`src/cmd_frame_pkg.sv`:
```
`default_nettype none

package cmd_frame_pkg;

    // first payload byte of every command frame
    localparam logic [7:0] CMD_MAGIC = 8'h5A;

    // magic, opcode, start address, register count
    localparam int CMD_HDR_BYTES = 4;

    localparam int FIFO_DEPTH = 32;
    localparam int FRAME_LEN_W = 6;

    // opcode carried in payload byte 1
    typedef enum logic [7:0] {
        OP_WRITE = 8'h01,
        OP_CLEAR = 8'h02
    } cmd_op_e;

    // one payload byte from the udp receiver
    typedef struct packed {
        logic       valid;
        logic [7:0] data;
        logic       last;
    } udp_byte_t;

endpackage

`default_nettype wire

```
`src/reg_bank_pkg.sv`:
```
`default_nettype none

package reg_bank_pkg;

    localparam int REG_COUNT = 16;
    localparam int REG_ADDR_W = 4;

    // led page layout, four registers per 32-bit word
    localparam int REGS_PER_PAGE = 4;
    localparam int PAGE_COUNT = 4;

    localparam int KEY_STABLE_CYCLES = 16;

    // one access on the shared bank port
    typedef struct packed {
        logic                  req;
        logic                  we;
        logic [REG_ADDR_W-1:0] addr;
        logic [7:0]            wdata;
    } bank_req_t;

endpackage

`default_nettype wire

```
`src/udp_rx_capture.sv`:
```
`timescale 1ns/100ps
`default_nettype none

module udp_rx_capture (
    input  wire                                  sys_clk,
    input  wire                                  rst,
    input  wire                                  capture_en,
    input  wire cmd_frame_pkg::udp_byte_t        udp_rx,
    input  wire                                  fifo_full,
    output logic                                 wr_en,
    output logic [7:0]                           wdata,
    output logic                                 capture_done,
    output logic [cmd_frame_pkg::FRAME_LEN_W-1:0] frame_len
);
    logic in_dgram;
    logic capturing;
    logic start;
    logic take;

    // a frame only starts on the first byte of a datagram
    assign start = capture_en & udp_rx.valid & ~in_dgram;
    assign take = udp_rx.valid & (capturing | start);

    // bytes offered while the fifo is full are lost
    assign wr_en = take & ~fifo_full;
    assign wdata = udp_rx.data;

    always_ff @(posedge sys_clk or posedge rst) begin
        if (rst) begin
            in_dgram <= 1'b0;
            capturing <= 1'b0;
            capture_done <= 1'b0;
            frame_len <= '0;
        end else begin
            capture_done <= take & udp_rx.last;
            if (udp_rx.valid) begin
                in_dgram <= ~udp_rx.last;
            end
            if (take) begin
                capturing <= ~udp_rx.last;
            end
            // length keeps counting past a full fifo, saturating at the top
            if (start) begin
                frame_len <= 1;
            end else if (take && frame_len != '1) begin
                frame_len <= frame_len + 1'b1;
            end
        end
    end

endmodule

`default_nettype wire

```
`src/cmd_fifo.sv`:
```
`timescale 1ns/100ps
`default_nettype none

module cmd_fifo (
    input  wire        sys_clk,
    input  wire        rst,
    input  wire        wr_en,
    input  wire [7:0]  wdata,
    input  wire        rd_en,
    output logic [7:0] rdata,
    output logic       empty,
    output logic       full
);
    import cmd_frame_pkg::*;

    logic [7:0] mem [FIFO_DEPTH];
    logic [$clog2(FIFO_DEPTH)-1:0] wr_ptr;
    logic [$clog2(FIFO_DEPTH)-1:0] rd_ptr;
    logic [$clog2(FIFO_DEPTH):0] count;
    logic do_wr;
    logic do_rd;

    assign empty = (count == '0);
    assign full = (count == FIFO_DEPTH);
    assign do_wr = wr_en & ~full;
    assign do_rd = rd_en & ~empty;

    // pointers wrap naturally at the power-of-two depth
    always_ff @(posedge sys_clk or posedge rst) begin
        if (rst) begin
            wr_ptr <= '0;
            rd_ptr <= '0;
            count <= '0;
        end else begin
            if (do_wr) begin
                wr_ptr <= wr_ptr + 1'b1;
            end
            if (do_rd) begin
                rd_ptr <= rd_ptr + 1'b1;
            end
            count <= count + do_wr - do_rd;
        end
    end

    always_ff @(posedge sys_clk) begin
        if (do_wr) begin
            mem[wr_ptr] <= wdata;
        end
        if (do_rd) begin
            rdata <= mem[rd_ptr];
        end
    end

endmodule

`default_nettype wire

```
`src/cmd_parser.sv`:
```
`timescale 1ns/100ps
`default_nettype none

module cmd_parser (
    input  wire                                  sys_clk,
    input  wire                                  rst,
    input  wire                                  parse_en,
    input  wire [cmd_frame_pkg::FRAME_LEN_W-1:0] frame_len,
    input  wire                                  fifo_empty,
    output logic                                 rd_en,
    input  wire [7:0]                            rdata,
    output reg_bank_pkg::bank_req_t              bank_req,
    output logic                                 parse_done,
    output logic                                 frame_ok,
    output logic                                 frame_err
);
    import cmd_frame_pkg::*;
    import reg_bank_pkg::*;

    typedef enum logic [2:0] {
        P_IDLE,
        P_HDR,
        P_CHECK,
        P_WRITE,
        P_CLEAR,
        P_DRAIN,
        P_DONE
    } state_e;

    state_e state;
    logic [7:0] hdr [CMD_HDR_BYTES];
    logic [7:0] hdr_want;
    logic [7:0] issued;
    logic [7:0] landed;
    logic [REG_ADDR_W-1:0] addr_q;
    logic rd_pend;
    logic ok_q;
    logic [8:0] span;
    logic frame_good;

    // a clear frame stops after the opcode
    assign hdr_want = (frame_len < CMD_HDR_BYTES) ? 8'(frame_len) : 8'(CMD_HDR_BYTES);
    assign span = 9'(hdr[2]) + 9'(hdr[3]);

    always_comb begin
        frame_good = 1'b0;
        if (hdr[0] == CMD_MAGIC) begin
            if (hdr[1] == OP_WRITE) begin
                frame_good = (frame_len >= CMD_HDR_BYTES)
                    && (span <= 9'(REG_COUNT))
                    && (9'(frame_len) == 9'(CMD_HDR_BYTES) + 9'(hdr[3]));
            end else if (hdr[1] == OP_CLEAR) begin
                frame_good = (frame_len == FRAME_LEN_W'(2));
            end
        end
    end

    always_comb begin
        case (state)
            P_HDR: rd_en = ~fifo_empty & (issued < hdr_want);
            P_WRITE: rd_en = ~fifo_empty & (issued < hdr[3]);
            P_DRAIN: rd_en = ~fifo_empty;
            default: rd_en = 1'b0;
        endcase
    end

    // data bytes go straight to the bank as they leave the fifo
    always_comb begin
        bank_req = '0;
        if (state == P_WRITE && rd_pend) begin
            bank_req.req = 1'b1;
            bank_req.we = 1'b1;
            bank_req.addr = addr_q;
            bank_req.wdata = rdata;
        end else if (state == P_CLEAR) begin
            bank_req.req = 1'b1;
            bank_req.we = 1'b1;
            bank_req.addr = addr_q;
        end
    end

    assign parse_done = (state == P_DONE);
    assign frame_ok = parse_done & ok_q;
    assign frame_err = parse_done & ~ok_q;

    always_ff @(posedge sys_clk or posedge rst) begin
        if (rst) begin
            state <= P_IDLE;
            issued <= '0;
            landed <= '0;
            addr_q <= '0;
            rd_pend <= 1'b0;
            ok_q <= 1'b0;
        end else begin
            rd_pend <= rd_en;
            if (rd_en) begin
                issued <= issued + 8'd1;
            end
            if (rd_pend) begin
                landed <= landed + 8'd1;
            end
            case (state)
                P_IDLE: begin
                    if (parse_en) begin
                        state <= P_HDR;
                        issued <= '0;
                        landed <= '0;
                    end
                end
                P_HDR: begin
                    if (landed == hdr_want && !rd_pend) begin
                        state <= P_CHECK;
                    end
                end
                P_CHECK: begin
                    ok_q <= frame_good;
                    issued <= '0;
                    landed <= '0;
                    addr_q <= hdr[2][REG_ADDR_W-1:0];
                    if (!frame_good) begin
                        state <= P_DRAIN;
                    end else if (hdr[1] == OP_CLEAR) begin
                        state <= P_CLEAR;
                        addr_q <= '0;
                    end else begin
                        state <= P_WRITE;
                    end
                end
                P_WRITE: begin
                    if (rd_pend) begin
                        addr_q <= addr_q + 1'b1;
                    end
                    if (landed == hdr[3] && !rd_pend) begin
                        state <= P_DRAIN;
                    end
                end
                P_CLEAR: begin
                    addr_q <= addr_q + 1'b1;
                    if (addr_q == REG_ADDR_W'(REG_COUNT - 1)) begin
                        state <= P_DRAIN;
                    end
                end
                P_DRAIN: begin
                    if (fifo_empty && !rd_pend) begin
                        state <= P_DONE;
                    end
                end
                default: state <= P_IDLE;
            endcase
        end
    end

    // header bytes land one cycle after their read
    always_ff @(posedge sys_clk) begin
        if (state == P_HDR && rd_pend) begin
            hdr[landed[$clog2(CMD_HDR_BYTES)-1:0]] <= rdata;
        end
    end

endmodule

`default_nettype wire

```
`src/reg_bank.sv`:
```
`timescale 1ns/100ps
`default_nettype none

module reg_bank (
    input  wire                            sys_clk,
    input  wire                            rst,
    input  wire reg_bank_pkg::bank_req_t   parser_req,
    input  wire reg_bank_pkg::bank_req_t   scan_req,
    output logic                           scan_grant,
    output logic [7:0]                     rdata
);
    import reg_bank_pkg::*;

    logic [7:0] regs [REG_COUNT];
    bank_req_t sel;

    // parser has fixed priority on the single port
    assign scan_grant = scan_req.req & ~parser_req.req;
    assign sel = parser_req.req ? parser_req : scan_req;

    always_ff @(posedge sys_clk or posedge rst) begin
        if (rst) begin
            for (int i = 0; i < REG_COUNT; i++) begin
                regs[i] <= '0;
            end
        end else if (sel.req && sel.we) begin
            regs[sel.addr] <= sel.wdata;
        end
    end

    // read data follows the grant by one cycle
    always_ff @(posedge sys_clk) begin
        if (sel.req && !sel.we) begin
            rdata <= regs[sel.addr];
        end
    end

endmodule

`default_nettype wire

```
`src/key_debounce.sv`:
```
`timescale 1ns/100ps
`default_nettype none

module key_debounce (
    input  wire  sys_clk,
    input  wire  rst,
    input  wire  key,
    output logic press
);
    import reg_bank_pkg::*;

    logic [1:0] sync;
    logic level;
    logic [$clog2(KEY_STABLE_CYCLES)-1:0] cnt;

    always_ff @(posedge sys_clk or posedge rst) begin
        if (rst) begin
            sync <= '0;
            level <= 1'b0;
            cnt <= '0;
            press <= 1'b0;
        end else begin
            sync <= {sync[0], key};
            press <= 1'b0;
            if (sync[1] == level) begin
                cnt <= '0;
            end else if (cnt == $bits(cnt)'(KEY_STABLE_CYCLES - 1)) begin
                // new level held long enough
                level <= sync[1];
                cnt <= '0;
                press <= sync[1];
            end else begin
                cnt <= cnt + 1'b1;
            end
        end
    end

endmodule

`default_nettype wire

```
`src/led_scanner.sv`:
```
`timescale 1ns/100ps
`default_nettype none

module led_scanner (
    input  wire                        sys_clk,
    input  wire                        rst,
    input  wire                        page_up,
    input  wire                        page_down,
    output reg_bank_pkg::bank_req_t    scan_req,
    input  wire                        scan_grant,
    input  wire [7:0]                  rdata,
    output logic [31:0]                led
);
    import reg_bank_pkg::*;

    logic [$clog2(PAGE_COUNT)-1:0] page;
    logic [$clog2(PAGE_COUNT)-1:0] req_page;
    logic [$clog2(REGS_PER_PAGE)-1:0] lane;
    logic [$clog2(REGS_PER_PAGE)-1:0] rd_lane;
    logic req_on;
    logic restart;
    logic rd_pend;

    // request only moves on after its grant
    always_comb begin
        scan_req.req = req_on;
        scan_req.we = 1'b0;
        scan_req.addr = REG_ADDR_W'(req_page * REGS_PER_PAGE + lane);
        scan_req.wdata = '0;
    end

    always_ff @(posedge sys_clk or posedge rst) begin
        if (rst) begin
            page <= '0;
            req_page <= '0;
            lane <= '0;
            rd_lane <= '0;
            req_on <= 1'b0;
            restart <= 1'b0;
            rd_pend <= 1'b0;
            led <= '0;
        end else begin
            req_on <= 1'b1;
            rd_pend <= scan_grant;
            if (scan_grant) begin
                rd_lane <= lane;
                req_page <= page;
                restart <= 1'b0;
                if (restart || lane == REGS_PER_PAGE - 1) begin
                    lane <= '0;
                end else begin
                    lane <= lane + 1'b1;
                end
            end
            // a page change restarts the sweep at lane 0
            if (page_up && !page_down) begin
                page <= (page == PAGE_COUNT - 1) ? '0 : page + 1'b1;
                restart <= 1'b1;
            end else if (page_down && !page_up) begin
                page <= (page == 0) ? $bits(page)'(PAGE_COUNT - 1) : page - 1'b1;
                restart <= 1'b1;
            end
            if (rd_pend) begin
                led[rd_lane*8 +: 8] <= rdata;
            end
        end
    end

endmodule

`default_nettype wire

```
`src/rx_console.sv`:
```
`timescale 1ns/100ps
`default_nettype none

module rx_console (
    input  wire                            sys_clk,
    input  wire                            rst,
    input  wire cmd_frame_pkg::udp_byte_t  udp_rx,
    input  wire                            capture_done,
    input  wire                            parse_done,
    output logic                           capture_en,
    output logic                           parse_en,
    output logic                           frame_drop,
    output logic                           busy
);
    typedef enum logic [1:0] {
        IDLE,
        LISTEN,
        CAPTURE,
        PARSE
    } state_e;

    state_e state;
    logic in_dgram;
    logic drop_active;
    logic first_byte;
    logic drop_start;

    assign first_byte = udp_rx.valid & ~in_dgram;
    assign drop_start = first_byte & (state != LISTEN);

    // one drop report per ignored datagram, on its last byte
    assign frame_drop = udp_rx.valid & udp_rx.last & (drop_active | drop_start);

    assign capture_en = (state == LISTEN);
    assign parse_en = (state == PARSE);
    assign busy = (state != LISTEN);

    always_ff @(posedge sys_clk or posedge rst) begin
        if (rst) begin
            state <= IDLE;
            in_dgram <= 1'b0;
            drop_active <= 1'b0;
        end else begin
            if (udp_rx.valid) begin
                in_dgram <= ~udp_rx.last;
            end
            if (drop_start && !udp_rx.last) begin
                drop_active <= 1'b1;
            end else if (udp_rx.valid && udp_rx.last) begin
                drop_active <= 1'b0;
            end
            case (state)
                IDLE: state <= LISTEN;
                LISTEN: begin
                    if (first_byte) begin
                        state <= CAPTURE;
                    end
                end
                CAPTURE: begin
                    if (capture_done) begin
                        state <= PARSE;
                    end
                end
                PARSE: begin
                    if (parse_done) begin
                        state <= LISTEN;
                    end
                end
                default: state <= IDLE;
            endcase
        end
    end

endmodule

`default_nettype wire

```
`src/cmd_rx_top.sv`:
```
`timescale 1ns/100ps
`default_nettype none

module cmd_rx_top (
    input  wire                            sys_clk,
    input  wire                            rst,
    input  wire cmd_frame_pkg::udp_byte_t  udp_rx,
    input  wire                            key_up,
    input  wire                            key_down,
    output logic [31:0]                    led,
    output logic                           frame_ok,
    output logic                           frame_err,
    output logic                           frame_drop,
    output logic                           busy
);
    import cmd_frame_pkg::*;
    import reg_bank_pkg::*;

    // console strobes
    wire capture_en;
    wire capture_done;
    wire parse_en;
    wire parse_done;

    // command fifo
    wire fifo_wr_en;
    wire [7:0] fifo_wdata;
    wire fifo_rd_en;
    wire [7:0] fifo_rdata;
    wire fifo_empty;
    wire fifo_full;
    wire [FRAME_LEN_W-1:0] frame_len;

    // register bank port
    wire bank_req_t parser_req;
    wire bank_req_t scan_req;
    wire scan_grant;
    wire [7:0] bank_rdata;
    wire page_up;
    wire page_down;

    rx_console u_console (
        .sys_clk(sys_clk),
        .rst(rst),
        .udp_rx(udp_rx),
        .capture_done(capture_done),
        .parse_done(parse_done),
        .capture_en(capture_en),
        .parse_en(parse_en),
        .frame_drop(frame_drop),
        .busy(busy)
    );

    udp_rx_capture u_capture (
        .sys_clk(sys_clk),
        .rst(rst),
        .capture_en(capture_en),
        .udp_rx(udp_rx),
        .fifo_full(fifo_full),
        .wr_en(fifo_wr_en),
        .wdata(fifo_wdata),
        .capture_done(capture_done),
        .frame_len(frame_len)
    );

    cmd_fifo u_fifo (
        .sys_clk(sys_clk),
        .rst(rst),
        .wr_en(fifo_wr_en),
        .wdata(fifo_wdata),
        .rd_en(fifo_rd_en),
        .rdata(fifo_rdata),
        .empty(fifo_empty),
        .full(fifo_full)
    );

    cmd_parser u_parser (
        .sys_clk(sys_clk),
        .rst(rst),
        .parse_en(parse_en),
        .frame_len(frame_len),
        .fifo_empty(fifo_empty),
        .rd_en(fifo_rd_en),
        .rdata(fifo_rdata),
        .bank_req(parser_req),
        .parse_done(parse_done),
        .frame_ok(frame_ok),
        .frame_err(frame_err)
    );

    reg_bank u_bank (
        .sys_clk(sys_clk),
        .rst(rst),
        .parser_req(parser_req),
        .scan_req(scan_req),
        .scan_grant(scan_grant),
        .rdata(bank_rdata)
    );

    key_debounce u_key_up (
        .sys_clk(sys_clk),
        .rst(rst),
        .key(key_up),
        .press(page_up)
    );

    key_debounce u_key_down (
        .sys_clk(sys_clk),
        .rst(rst),
        .key(key_down),
        .press(page_down)
    );

    led_scanner u_scanner (
        .sys_clk(sys_clk),
        .rst(rst),
        .page_up(page_up),
        .page_down(page_down),
        .scan_req(scan_req),
        .scan_grant(scan_grant),
        .rdata(bank_rdata),
        .led(led)
    );

endmodule

`default_nettype wire

```
`config.mk`:
```
export PLATFORM = sky130hd
export DESIGN_NAME = cmd_rx_top
export DESIGN_NICKNAME = d
export VERILOG_FILES = /design/src/cmd_frame_pkg.sv /design/src/reg_bank_pkg.sv /design/src/udp_rx_capture.sv /design/src/cmd_fifo.sv /design/src/cmd_parser.sv /design/src/reg_bank.sv /design/src/key_debounce.sv /design/src/led_scanner.sv /design/src/rx_console.sv /design/src/cmd_rx_top.sv
export SDC_FILE = /design/constraint.sdc
export NUM_CORES = 1
export LEC_CHECK = 0
export ABC_AREA = 0
export BUFFER_PORTS_ARGS = -buffer_cell sky130_fd_sc_hd__buf_2
export CORE_ASPECT_RATIO = 1.25
export CORE_UTILIZATION = 27
export DETAILED_ROUTE_END_ITERATION = 8
export GPL_TIMING_DRIVEN = 0
export PLACE_DENSITY = 0.46
export SKIP_CTS_REPAIR_TIMING = 1
export SYNTH_ARGS = -nofsm -noshare
export SYNTH_HDL_FRONTEND = slang
export SYNTH_SLANG_ARGS = --single-unit
```
`constraint.sdc`:
```
create_clock -name sys_clk -period 8.1 [get_ports sys_clk]
set_input_delay 0.81 -clock sys_clk [delete_from_list [all_inputs] [get_ports sys_clk]]
set_output_delay 0.81 -clock sys_clk [all_outputs]
set_load 0.02 [all_outputs]
```
Word level (Yosys, flattened, before mapping)

Memories as Yosys holds them, arrays and structs flattened. A register that Yosys moved wholly into a read port is not among the register bits.
Index checks and enable logic that the tools add are counted.

Flip-flop bits (word level): 248
Bits in latches: 0
Bits in writable memories: 288
Bits in read-only memories: 0
Input bits: 14
Output and inout bits: 36
Word-level logic and storage cells: 235
Memories: 2

Add/subtract/negate cells: 17
Multipliers: 0
Divide/modulo/power cells: 0
Magnitude comparators: 7
Eq/ne operators: 35
Shifts and indexed selects: 2
Muxes and demuxes: 62
Bitwise gates (word level): 27
Reduce and logical (&&, ||, !) cells: 35

Memories:

| memory       | words | bits a word | read ports | clocked after memory_dff | wr ports | line             | text |
|---|---|---|---|---|---|---|---|
| u_fifo.mem   | 32    | 8           | 1          | 1                        | 1        | cmd_fifo.sv:16   | `logic [7:0] mem [FIFO_DEPTH];` |
| u_parser.hdr | 4     | 8           | 4          | 0                        | 1        | cmd_parser.sv:31 | `logic [7:0] hdr [CMD_HDR_BYTES];` |

Operators by type and width:

| kind                                                   | number |
|---|---|
| bitwise mux 128 bit                                    | 1 |
| 2-to-1 mux 8 bit                                       | 8 |
| negator 5 -> 34 bit                                    | 1 |
| variable shift 8 x 34 -> 32 bit (first input constant) | 1 |
| indexed part select 8 x 34 -> 32 bit                   | 1 |
| binary-select mux 8 bit (select 4 bit)                 | 1 |
| bitwise mux 32 bit                                     | 1 |
| demux 8 bit (select 4 bit)                             | 1 |
| one-hot mux 8 bit (2 select lines)                     | 2 |
| 2-to-1 mux 6 bit                                       | 5 |
| 2-to-1 mux 4 bit                                       | 7 |
| 2-to-1 mux 3 bit                                       | 7 |
| one-hot mux 3 bit (6 select lines)                     | 1 |
| adder 8 x 1 -> 8 bit (second input constant)           | 2 |
| AND 1 bit                                              | 16 |
| == test 8 bit                                          | 2 |
| less-than comparator 8 bit                             | 2 |
| 2-to-1 mux 1 bit                                       | 16 |
| 2-to-1 mux 2 bit                                       | 8 |
| logical AND 1 bit                                      | 15 |
| 2-to-1 mux 14 bit                                      | 1 |
| adder 4 x 1 -> 4 bit (second input constant)           | 3 |
| == test 4 bit (second input constant)                  | 3 |
| != test 2 x 1 -> 1 bit (second input constant)         | 6 |
| 44 further kinds                                       | 74 |

Longest topological paths before layout

Gate-level depths: netlist of the first run.

Depth in word-level cells: 10
Mapped depth: 17
Depth with buffers taken out: 15

Cells and area by module

Synthesis of the first run repeated with hierarchy kept, for this count alone.

Cell total of the unflattened synthesis: 1682
Area, all modules: 24825.1 um^2

By module, submodules not included:

| module         | instances | cells each | area an instance (um^2) | sequential area each (um^2) |
|---|---|---|---|---|
| cmd_fifo       | 1         | 560        | 11063.1                 | 8328.0 |
| reg_bank       | 1         | 510        | 7084.3                  | 3443.3 |
| cmd_parser     | 1         | 334        | 3425.8                  | 1586.5 |
| led_scanner    | 1         | 156        | 1873.0                  | 1076.0 |
| key_debounce   | 2         | 21         | 306.5                   | 200.2 |
| udp_rx_capture | 1         | 55         | 508.0                   | 225.2 |
| rx_console     | 1         | 25         | 257.7                   | 100.1 |

Least setup slack after synthesis of the first run

Ideal clock, no wire load.

Path type: register to register
Start point: register u_capture.frame_len[3] in the netlist's numbering
End point: register u_fifo.count[5]
Library setup time: 79 ps
Arrival: 3319 ps
Required time: 8021 ps
Setup slack: 4702 ps
Stages on the path, launching flop included: 18
Path buffers: 2
Period minus slack after synthesis: 3398 ps
Cell sequence: dfrtp_1 buf_6 nor4_4 nand2_1 ha_1 nor4b_1 o21ai_1 a21oi_2 o21a_1 buf_2 ha_1 inv_1 ha_1 a21o_1 a21oi_1 o21bai_1 a21oi_1 xor2_1

Cells in the longest elaborated chain, start to end: 7

RTL lines:

| element                              | line                 | text |
|---|---|---|
| from (decl)                          | udp_rx_capture.sv:13 | `output logic [cmd_frame_pkg::FRAME_LEN_W-1:0] frame_len` |
| from (signal assigned)               | udp_rx_capture.sv:46 | `frame_len <= frame_len + 1'b1;` |
| less-than comparator 6 x 3 -> 1 bit  | cmd_parser.sv:42     | `assign hdr_want = (frame_len < CMD_HDR_BYTES) ? 8'(frame_len) : 8'(CMD_HDR_BYTES);` |
| 2-to-1 mux 6 bit *                   | cmd_parser.sv:42     |  |
| less-than comparator 8 bit *         | cmd_parser.sv:60     | `P_HDR: rd_en = ~fifo_empty & (issued < hdr_want);` |
| AND 1 bit *                          | cmd_parser.sv:60     |  |
| one-hot mux 1 bit (3 select lines) * | cmd_parser.sv:59     | `case (state)` |
| AND 1 bit *                          | cmd_fifo.sv:26       | `assign do_rd = rd_en & ~empty;` |
| via u_fifo.do_rd                     | cmd_fifo.sv:21       | `logic do_rd;` |
| subtractor 6 x 1 -> 6 bit *          | cmd_fifo.sv:41       | `count <= count + do_wr - do_rd;` |
| to (signal assigned)                 | cmd_fifo.sv:41       |  |
| to (decl)                            | cmd_fifo.sv:19       | `logic [$clog2(FIFO_DEPTH):0] count;` |

Mark *: on every way through the listed nets, which the timed path passes. The rest lies on a longest branch.
A chain may end at the register's enable or synchronous reset.

Worst setup path in the final report of the first run

Same ends and word-level chain as after synthesis.

==> flow_summary.toml, run 1 <==
[clock_network]
clock_sinks = 544
h-tree-depth = 2
numCtsBuffers = 58
clockBufferDepth = 3
clkLatencyLatePin_ns = 0.65
cts_tree = "built"
cts-root-buf = "clkbuf_16"
path_clk_slew_ns = 0.06

[detailed_routing]
wl_per_cell_um = 19.69
drt-initial-drc-count = 890
drt_first_pass_iters = 5
drt_drc_violations_left = 0
via_per_inst = 4.601
routed_wl_mm = 58.06
antenna_left = 0
via_count = 13570

[floorplanning]
coreArea_mm2 = 0.08588
die_area_mm2 = 0.08807
start_util_pct = 27.31
io_pins = 50
die_y_um = 331.5
die_w_um = 265.6
row_count = 120

[worst_hold_path]
hp-class = "in -> async"

[timing]
slew_violations = 0
finalCriticalPeriod_ns = 4.173
hold_viol = 0
setup_violations = 0
post-route-period-util_pct = 51.52
rsz0062_at_grt = "no"
fmax_ghz = 0.2396
tns_ns = 0
tightest_slew_ns = 1.066
finClkSkew_ns = 0.04933
timing.slew.headroom_pct = 28.92

[setup_path]
cp_top_family = "compound AO/OA/AOI/OAI gates"
slowest_stage = "nor4_4"
worst_r2r_startpoint = "u_capture.frame_len[3]"
max_stage_delay_ns = 0.50
endpoint_kind = "flop"
worst_path_most_repeated_cell = "ha_1"
path_class = "reg -> reg"
required_ns = 8.64
reg2reg_to = "u_fifo.count[5]"
reg2regPathDepth = 17
crit_fanout = 18
critical_path_buf_inv_count = 3
cp.arrival_ns = 4.71
rrSetupSlack_ns = 3.93
critical_path.startpoint_type = "flop"
crit_chain = "buf_6 -> nor4_4 -> nand2_1 -> ha_1 -> nor4b_1 -> o21ai_1 -> a21oi_2 -> o21a_1 -> buf_2 -> ha_1 -> inv_1 -> ha_1 -> a21o_1 -> a21oi_1 -> o21bai_1 -> a21oi_1 -> xor2_1"

[power_and_ir_drop]
powerDensity_mw_per_mm2 = 339.8
leakage_uw = 0.01031
total_power_uw = 9249
vdd_drop_max_mv = 0.1850

[yosys]
synth_area_leaders = "edfxtp_1 (39%), dfrtp_1 (26%), mux4_2 (7.7%), ha_1 (3.1%), mux2i_1 (2.9%)"
synthesis.area_mm2 = 0.02346
synth_top_area_share_pct = 38.92
synthArstFlopShare_pct = 44.12
synth-edff-count = 304
ys_warn_count = 0
yosysSeqAreaShare_pct = 64.52
syn_area_per_cell_um2 = 14.42
synth_top_area_cell = "edfxtp_1"
synth_cells = 1627
synthFlopType = "edfxtp_1"
synth-seq-cells = 544
ys_types = 69

[global_routing]
grt_pass1_wl_mm = 89.77
gr-total-overflow = 0
track_usage_pct = 13.36
antenna_found_initial = 1
grt_pass1_vias = 14320
grt_start_max_net_pins = 120

[status]
outcome = "completed"

[finish]
ff_latch_area_mm2 = 0.01513
antenna_cells = 0
fill_cells = 8583
multi_input_area_mm2 = 0.007878
layout.nets = 1814
final_cell_count_no_fill = 2949
layout-drive-gt1-share_pct = 17.37
syn2layout_area_growth_pct = 16.05

[place]
dpl.cell_count = 2838
hpwlAfterDp_mm = 40.35
portBuffers = 49
gp_congestion = 0.7881

[run]
maxCapViolCount = 0
[where the power goes]
group | switching [uW] | internal (uW)
registers | 278 | 3320
clock network | 1140 | 1590
logic | 1730 | 1200
total | 3140 | 6110
[synth_stat cells (4+ instances only)]
library cell	count
clkbuf_1	45
nand3_1	14
nor4_4	4
nand2_1	166
mux4_2	80
o21ai_0	125
edfxtp_1	304
xnor2_1	31
nor2b_1	8
a21o_1	6
nor4b_1	7
ha_1	58
mux2_2	43
nand3b_1	7
and2_1	13
dfrtp_1	240
xor2_1	17
or3_1	5
o21a_1	9
a21oi_1	35
o22ai_1	35
nand4_1	16
nand2b_1	12
a31oi_1	4
nor4_1	4
nor2_1	87
a22o_1	32
buf_2	16
or4_1	14
and3_1	4
mux2i_1	68
buf_1	6
nor3b_1	7
nor3_1	8
o31ai_1	4
inv_1	42
a211oi_1	4
[worst max-delay path by stage]
stage,startpoint,end,slack (ns),cells past startpoint
floorplan,rst,u_bank.regs[0],0.70,1
global placement,rst,u_scanner.led[3],-2.43,2
detailed placement,u_capture.frame_len[3],u_fifo.count[5],3.79,17
CTS,u_capture.frame_len[3],u_fifo.count[5],3.73,17
global route,u_capture.frame_len[3],u_fifo.count[5],3.49,17
finish,u_capture.frame_len[3],u_fifo.count[5],3.93,17
[through the flow]
step	setup WS, ns	cell area, um2	hold slack (ns)	utilization (%)
2_1_floorplan	0.7019	23460	0.3312	-
3_3_place_gp	-2.434	25160	0.3331	29.29
6_report	3.927	27220	0.09237	31.69
5_1_grt	3.487	27220	0.06515	31.69
4_1_cts	3.734	27210	0.05257	31.69
3_5_place_dp	3.785	25240	0.3378	29.39
[final cells by class]
| cell class | instances | area share (%) |
|---|---|---|
| Sequential cell | 544 | 55.60 |
| Multi-Input combinational cell | 972 | 28.94 |
| Clock buffer | 75 | 5.714 |
| Tap cell | 1159 | 5.327 |
| Clock inverter | 35 | 1.554 |
| Buffer | 70 | 1.135 |
| Timing Repair Buffer | 52 | 1.122 |
| Inverter | 42 | 0.6068 |
[cells in the final DEF, fill, tap and decap left out, types with 58 or more instances in the layout]
cell type / instances
mux4_2: 80
nor2_1: 87
buf_2: 65
clkbuf_16: 58
ha_1: 58
nand2_1: 166
o21ai_0: 125
dfrtp_1: 240
clkbuf_1: 58
edfxtp_1: 304
mux2i_1: 68
[cell families after synthesis]
logic type	count (synthesis)	share of synthesized area [%]
compound gates	276	7.175
xor+xnor	48	1.792
fa+ha+maj	60	3.265
buf+inv	112	1.990
flops	544	64.52
mux	193	12.77
other cells	1	0.01599
simple gates	393	8.471
[state kept, by name (all words and copies together), names as in the netlist, 4 cells and up]
signal	cells
u_scanner.led	32
u_key_down.cnt	4
u_bank.rdata	8
u_fifo.rdata	8
u_bank.regs	128
u_parser.landed	8
u_parser.addr_q	4
u_key_up.cnt	4
u_fifo.mem	256
u_fifo.count	6
u_fifo.rd_ptr	5
u_capture.frame_len	6
u_fifo.wr_ptr	5
u_parser.issued	8
u_parser.hdr	32
[layer usage]
metal / GRT usage [%] / up-vias / wire length, um
li1: - / 6344 / -
met1: 16.37 / 6954 / 24400
met2: 23.97 / 202 / 30490
met3: 2.027 / 68 / 1721
met4: 4.072 / 0 / 1452
met5: 0 / - / 0
Note: power is estimated with default switching activity, not from simulation.
==> inputs of run 2 (changes only) <==
--- a/config.mk
+++ b/config.mk
@@ -5,13 +5,13 @@
 export SDC_FILE = /design/constraint.sdc
 export NUM_CORES = 1
 export LEC_CHECK = 0
-export ABC_AREA = 0
+export ABC_AREA = 1
 export BUFFER_PORTS_ARGS = -buffer_cell sky130_fd_sc_hd__buf_2
 export CORE_ASPECT_RATIO = 1.25
 export CORE_UTILIZATION = 27
 export DETAILED_ROUTE_END_ITERATION = 8
 export GPL_TIMING_DRIVEN = 0
-export PLACE_DENSITY = 0.46
+export PLACE_DENSITY = 0.47
 export SKIP_CTS_REPAIR_TIMING = 1
 export SYNTH_ARGS = -nofsm -noshare
 export SYNTH_HDL_FRONTEND = slang
==> constraint.sdc (replaced) <==
create_clock -name sys_clk -period 3.3 [get_ports sys_clk]
set_input_delay 0.33 -clock sys_clk [delete_from_list [all_inputs] [get_ports sys_clk]]
set_output_delay 0.33 -clock sys_clk [all_outputs]
set_load 0.02 [all_outputs]
==> flow_summary.toml, run 2 <==
[clock_network]
path_clk_slew_ns = 0.06
cts_tree = "built"
cts-root-buf = "clkbuf_16"
h-tree-depth = 2
clkLatencyLatePin_ns = 0.64
numCtsBuffers = 58
clock_sinks = 544
clockBufferDepth = 3

[place]
portBuffers = 49
dp_slack_ns = -0.6855
placed_area_mm2 = 0.02594
gp_congestion = 0.8713
hpwlAfterDp_mm = 47.21
dpl.cell_count = 3588

[global_routing]
grt_pass1_wl_mm = 103.2
grt_pass1_vias = 17500
gr-total-overflow = 0
antenna_found_initial = 0
track_usage_pct = 14.68
grt_start_max_net_pins = 43

[setup_path]
critical_path.startpoint_type = "flop"
reg2regPathDepth = 11
worst_path_most_repeated_cell = "inv_1"
slowest_stage = "dfrtp_1"
max_stage_delay_ns = 0.42
required_ns = 3.60
endpoint_kind = "flop"
path_class = "reg -> reg"
reg2reg_to = "u_fifo.mem[18][6]"
worst_r2r_startpoint = "u_console.state[1]"
crit_chain = "inv_1 -> ha_1 -> inv_1 -> nor2_1 -> inv_1 -> a21oi_2 -> nand2_1 -> clkinvlp_4 -> nand2_2 -> nor2_4 -> buf_4"
rrSetupSlack_ns = 0.12
crit_fanout = 8
cp.arrival_ns = 3.49

[yosys]
syn_area_per_cell_um2 = 10.24
ys_top_cells_by_count = "nand2_1 (458), edfxtp_1 (304), nor2_1 (286)"
synth_area_leaders = "edfxtp_1 (38%), dfrtp_1 (25%), nand2_1 (7.1%), o21ai_0 (5.5%), nor2_1 (4.5%)"
synth-edff-count = 304
ys_warn_count = 0
ys_types = 45
yosysMostFrequentCell = "nand2_1"
synth_top_area_share_pct = 37.89
synth_cells = 2354
synth_top_area_cell = "edfxtp_1"
synthArstFlopShare_pct = 44.12
synthFlopType = "edfxtp_1"
synth-seq-cells = 544
yosysSeqAreaShare_pct = 62.81
synthesis.area_mm2 = 0.02409

[worst_hold_path]
holdCritStartpoint = "udp_rx[1]"
hold_depth = 1
min_to = "u_fifo.mem[0][0]"
hp-class = "in -> reg"

[detailed_routing]
wl_per_cell_um = 17.95
drt_drc_violations_left = 0
drt-initial-drc-count = 1505
routed_wl_mm = 67.12
via_count = 17570
via_per_inst = 4.697
antenna_left = 0
drt_first_pass_iters = 6

[floorplanning]
die_w_um = 269.2
io_pins = 50
start_util_pct = 27.21
coreArea_mm2 = 0.08853
row_count = 122
die_area_mm2 = 0.09045
die_y_um = 336.0

[power_and_ir_drop]
vdd_drop_max_mv = 0.5008
powerDensity_mw_per_mm2 = 814.6
total_power_uw = 23530
leakage_uw = 0.01139

[timing]
setup_violations = 0
hold_viol = 0
finClkSkew_ns = 0.05381
tightest_slew_ns = 0.9048
slew_violations = 0
post-route-period-util_pct = 96.37
rsz0062_at_grt = "yes"
finalCriticalPeriod_ns = 3.180
setup_ws_ns = 0.1197
fmax_ghz = 0.3144
timing.slew.headroom_pct = 39.27

[finish]
fin_util_pct = 32.63
syn2layout_area_growth_pct = 19.89
final_cell_count_no_fill = 3740
final_cell_mix = "nand2_1 (453), edfxtp_1 (304), o21ai_0 (263)"
largest_register_ffs = 256
layout-drive-gt1-share_pct = 12.72
reg.largest.list = "u_fifo.mem x256, u_bank.regs x128"
final_common_cell = "nand2_1"
layout.nets = 2586
regMostFlops = "u_fifo.mem"
final_area_mm2 = 0.02889
antenna_cells = 0

[run]
maxCapViolCount = 0

[status]
outcome = "completed"
-- run 2: changes by cell type in the layout (fill, tap and decap cells not counted), moves of 80 or more --
| cell | previous run | this run |
|---|---|---|
| inv_1 | 41 | 171 |
| nand3_1 | 14 | 133 |
| o21ai_0 | 125 | 263 |
| mux4_2 | 80 | 0 |
| nor2_1 | 87 | 251 |
| nand2_1 | 166 | 453 |
-- run 2: report_power, final --
| group | internal, uW | switching [uW] |
|---|---|---|
| clock | 4060 | 2790 |
| sequential | 8120 | 647 |
| combinational | 2210 | 5710 |
| total | 14400 | 9140 |
-- run 2: worst max path at each step --
stage | start | endpoint | slack [ns] | depth (start not counted)
after global placement | rst | u_bank.regs[38] | -1.71 | 2
final | u_console.state[1] | u_fifo.mem[18][6] | 0.12 | 11
after floorplan | rst | u_bank.regs[0] | -0.18 | 1
after global routing | u_capture.frame_len[3] | u_fifo.count[4] | -0.06 | 21
after CTS | u_console.state[1] | u_fifo.mem[16][2] | -0.74 | 10
after detailed placement | u_console.state[1] | u_fifo.mem[16][1] | -0.69 | 10
-- run 2: cell families (layout without fill, tap and decap cells) --
family / count (synthesis) / after routing / synth area share [%]
other cells: 1 / 2 / 0.01556
xor+xnor: 27 / 27 / 0.9814
buf+inv: 287 / 494 / 4.840
simple gates: 976 / 976 / 17.32
flops: 544 / 544 / 62.81
compound gates: 459 / 459 / 10.85
fa+ha+maj: 60 / 60 / 3.178
-- run 2: routing by layer --
metal | vias to the layer above | track usage [%] | share of wire [%]
met5 | - | 0 | 0
met2 | 484 | 26.49 | 50
met1 | 8555 | 17.60 | 41
li1 | 8402 | - | -
met3 | 127 | 2.114 | 4.5
met4 | 0 | 5.520 | 3.9
-- run 2: critical path: cells and delay by family, from the launching register on --
family / cells / cell delay (ns)
AO/OA/AOI/OAI: 1 / 0.32
adder cells (fa/ha/maj): 1 / 0.17
buffers and inverters: 5 / 0.85
flip-flops: 1 / 0.42
AND/OR/NAND/NOR: 4 / 1.07
-- run 2: area by class of cell --
| cell class | count | area, um2 |
|---|---|---|
| Clock buffer | 77 | 1604 |
| Multi-Input combinational cell | 1524 | 8093 |
| Timing Repair Buffer | 98 | 963.4 |
| Sequential cell | 544 | 15140 |
| Fill cell | 9033 | 59650 |
| Inverter | 185 | 715.7 |
| Clock inverter | 33 | 432.9 |
| Buffer | 101 | 466.7 |
| Tap cell | 1178 | 1474 |
-- run 2: through the flow --
step / TNS (ns) / hold slack (ns)
6_report: 0 / 0.2496
5_1_grt: -0.2609 / 0.2550
4_1_cts: -125.01 / -0.2065
3_5_place_dp: -119.84 / 0.3347
3_3_place_gp: -500.52 / 0.3338
2_1_floorplan: -42.68 / 0.3312
==> inputs of run 3 (changes only) <==
--- a/config.mk
+++ b/config.mk
@@ -6,13 +6,15 @@
 export NUM_CORES = 1
 export LEC_CHECK = 0
 export ABC_AREA = 1
-export BUFFER_PORTS_ARGS = -buffer_cell sky130_fd_sc_hd__buf_2
 export CORE_ASPECT_RATIO = 1.25
 export CORE_UTILIZATION = 27
 export DETAILED_ROUTE_END_ITERATION = 8
+export DONT_BUFFER_PORTS = 1
 export GPL_TIMING_DRIVEN = 0
+export MAX_ROUTING_LAYER = met4
 export PLACE_DENSITY = 0.47
 export SKIP_CTS_REPAIR_TIMING = 1
+export SLEW_MARGIN = 0
 export SYNTH_ARGS = -nofsm -noshare
 export SYNTH_HDL_FRONTEND = slang
 export SYNTH_SLANG_ARGS = --single-unit
==> flow_summary.toml, run 3 (synthesized netlist as in run 2, its figures left out) <==
[timing]
hold_ws_ns = 0.02671
setup_violations = 0
tightest_slew_ns = 0.9831
post-route-period-util_pct = 94.50
hold_viol = 0
finClkSkew_ns = 0.02454
fmax_ghz = 0.3207
slew_violations = 0
finalCriticalPeriod_ns = 3.118
timing.slew.headroom_pct = 34.02

[floorplanning]
die_y_um = 336.0
io_pins = 50
start_util_pct = 27.21
row_count = 122
coreArea_mm2 = 0.08853
die_area_mm2 = 0.09045
die_w_um = 269.2

[finish]
regMostFlops = "u_fifo.mem"
fill_cells = 9024
final_cell_mix = "nand2_1 (453), edfxtp_1 (304), o21ai_0 (264)"
final_common_cell = "nand2_1"
reg.largest.list = "u_fifo.mem x256, u_bank.regs x128"
layout.nets = 2540
syn2layout_area_growth_pct = 18.94
layout-drive-gt1-share_pct = 11.25
final_cell_count_no_fill = 3695
largest_register_ffs = 256

[setup_path]
endpoint_kind = "flop"
critical_path.startpoint_type = "flop"
worst_r2r_startpoint = "u_fifo.rd_ptr[0]"
cp.arrival_ns = 3.47
crit_fanout = 10
reg2reg_to = "u_fifo.rdata[6]"
critical_path_buf_inv_count = 5
rrSetupSlack_ns = 0.18
reg2regPathDepth = 10
slowest_stage = "dfrtp_1"
cp_top_family = "buffers and inverters"
max_stage_delay_ns = 0.52
startpoint = "u_fifo.rd_ptr[0]"
path_class = "reg -> reg"
crit_chain = "clkbuf_2 -> inv_1 -> clkbuf_1 -> clkbuf_1 -> nor2_1 -> o22ai_1 -> o211ai_1 -> nand3_1 -> o21ai_0 -> inv_1"
required_ns = 3.66

[power_and_ir_drop]
powerDensity_mw_per_mm2 = 816.4
sequentialPowerShare_pct = 38.3
p_switching_uw = 9107
vdd_drop_max_mv = 0.4626
intPower_uw = 14290
p_clk_share_pct = 28.8
p_comb_share_pct = 32.9
switching_share_pct = 38.93
total_power_uw = 23390
leakage_uw = 0.01117

[worst_hold_path]
min_to = "u_fifo.mem[15][1]"
hold_depth = 1
hp-class = "in -> reg"
holdCritStartpoint = "udp_rx[2]"

[clock_network]
cts-root-buf = "clkbuf_16"
path_clk_slew_ns = 0.06
clockBufferDepth = 3
clkLatencyLatePin_ns = 0.62
cts_tree = "built"
h-tree-depth = 2
clock_sinks = 544
numCtsBuffers = 59

[global_routing]
gr-total-overflow = 0
antenna_found_initial = 2
grt_pass1_vias = 17430
grt_start_max_net_pins = 44
grt_pass1_wl_mm = 104.2
track_usage_pct = 15.26

[detailed_routing]
drt_first_pass_iters = 5
wl_per_cell_um = 18.27
via_count = 17330
drt_drc_violations_left = 0
drt-initial-drc-count = 1315
routed_wl_mm = 67.51
via_per_inst = 4.691
antenna_left = 0

[status]
outcome = "completed"

[run]
maxCapViolCount = 0

[place]
gp_congestion = 0.8750
dpl.cell_count = 3539
hpwlAfterDp_mm = 46.97
portBuffers = 0
## run 3: layout make-up
type / count / area (um2) / share of cell area [%]
diodes: 2 / 5.005 / 0.01746
plain buffers: 101 / 466.7 / 1.629
clock buffers: 78 / 1619 / 5.650
clock inverters: 32 / 365.4 / 1.275
inverters: 185 / 720.7 / 2.515
multi-input cells: 1524 / 8119 / 28.33
flip-flops and latches: 544 / 15140 / 52.82
well taps: 1178 / 1474 / 5.143
repair buffers: 51 / 750.7 / 2.620
## run 3: how the worst max path moves through the flow
stage	endpoint	slack [ns]	cells after the start
detailed placement	u_fifo.mem[24][7]	-0.72	10
CTS	u_fifo.mem[1][1]	-0.74	10
finish	u_fifo.rdata[6]	0.18	10
global route	u_fifo.count[4]	-0.03	21
global placement	u_bank.regs[45]	-1.58	1
floorplan	u_bank.regs[0]	-0.18	1
## run 3: through the flow
stage               area, um2  utilization, %  worst slack [ns]  TNS [ns]
detailed placement      25700           29.02           -0.7188   -147.94
finish                  28660           32.37            0.1815         0
floorplan               24100               -           -0.1778    -42.68
global placement        25580           28.89            -1.578   -509.36
global route            28660           32.37          -0.03138  -0.03138
CTS                     27680           31.26           -0.7448   -155.00
## run 3: power by group through the flow
stage	Combinational, uW	Sequential (uW)	Clock [uW]
after floorplan	4740	8860	0
after global placement	7120	9080	0
after detailed placement	7220	9100	0
after CTS	7250	8970	6910
after global routing	8550	9080	7200
final	7700	8960	6730
## run 3: worst register-to-register path, delay by kind of cell (launching register included)
family                 cells  cell delay (ns)
and+or+nand+nor            2             0.30
AOI/OAI and AO/OA          3             0.89
buffers and inverters      5             1.15
DFF                        1             0.52
## run 3: layer usage
layer / vias to the layer above / wire, um / GRT usage [%]
met4: 0 / 1771 / 4.146
met5: - / 0 / -
met1: 8476 / 28270 / 18.14
met3: 115 / 3144 / 2.314
met2: 429 / 34330 / 26.75
li1: 8313 / - / -
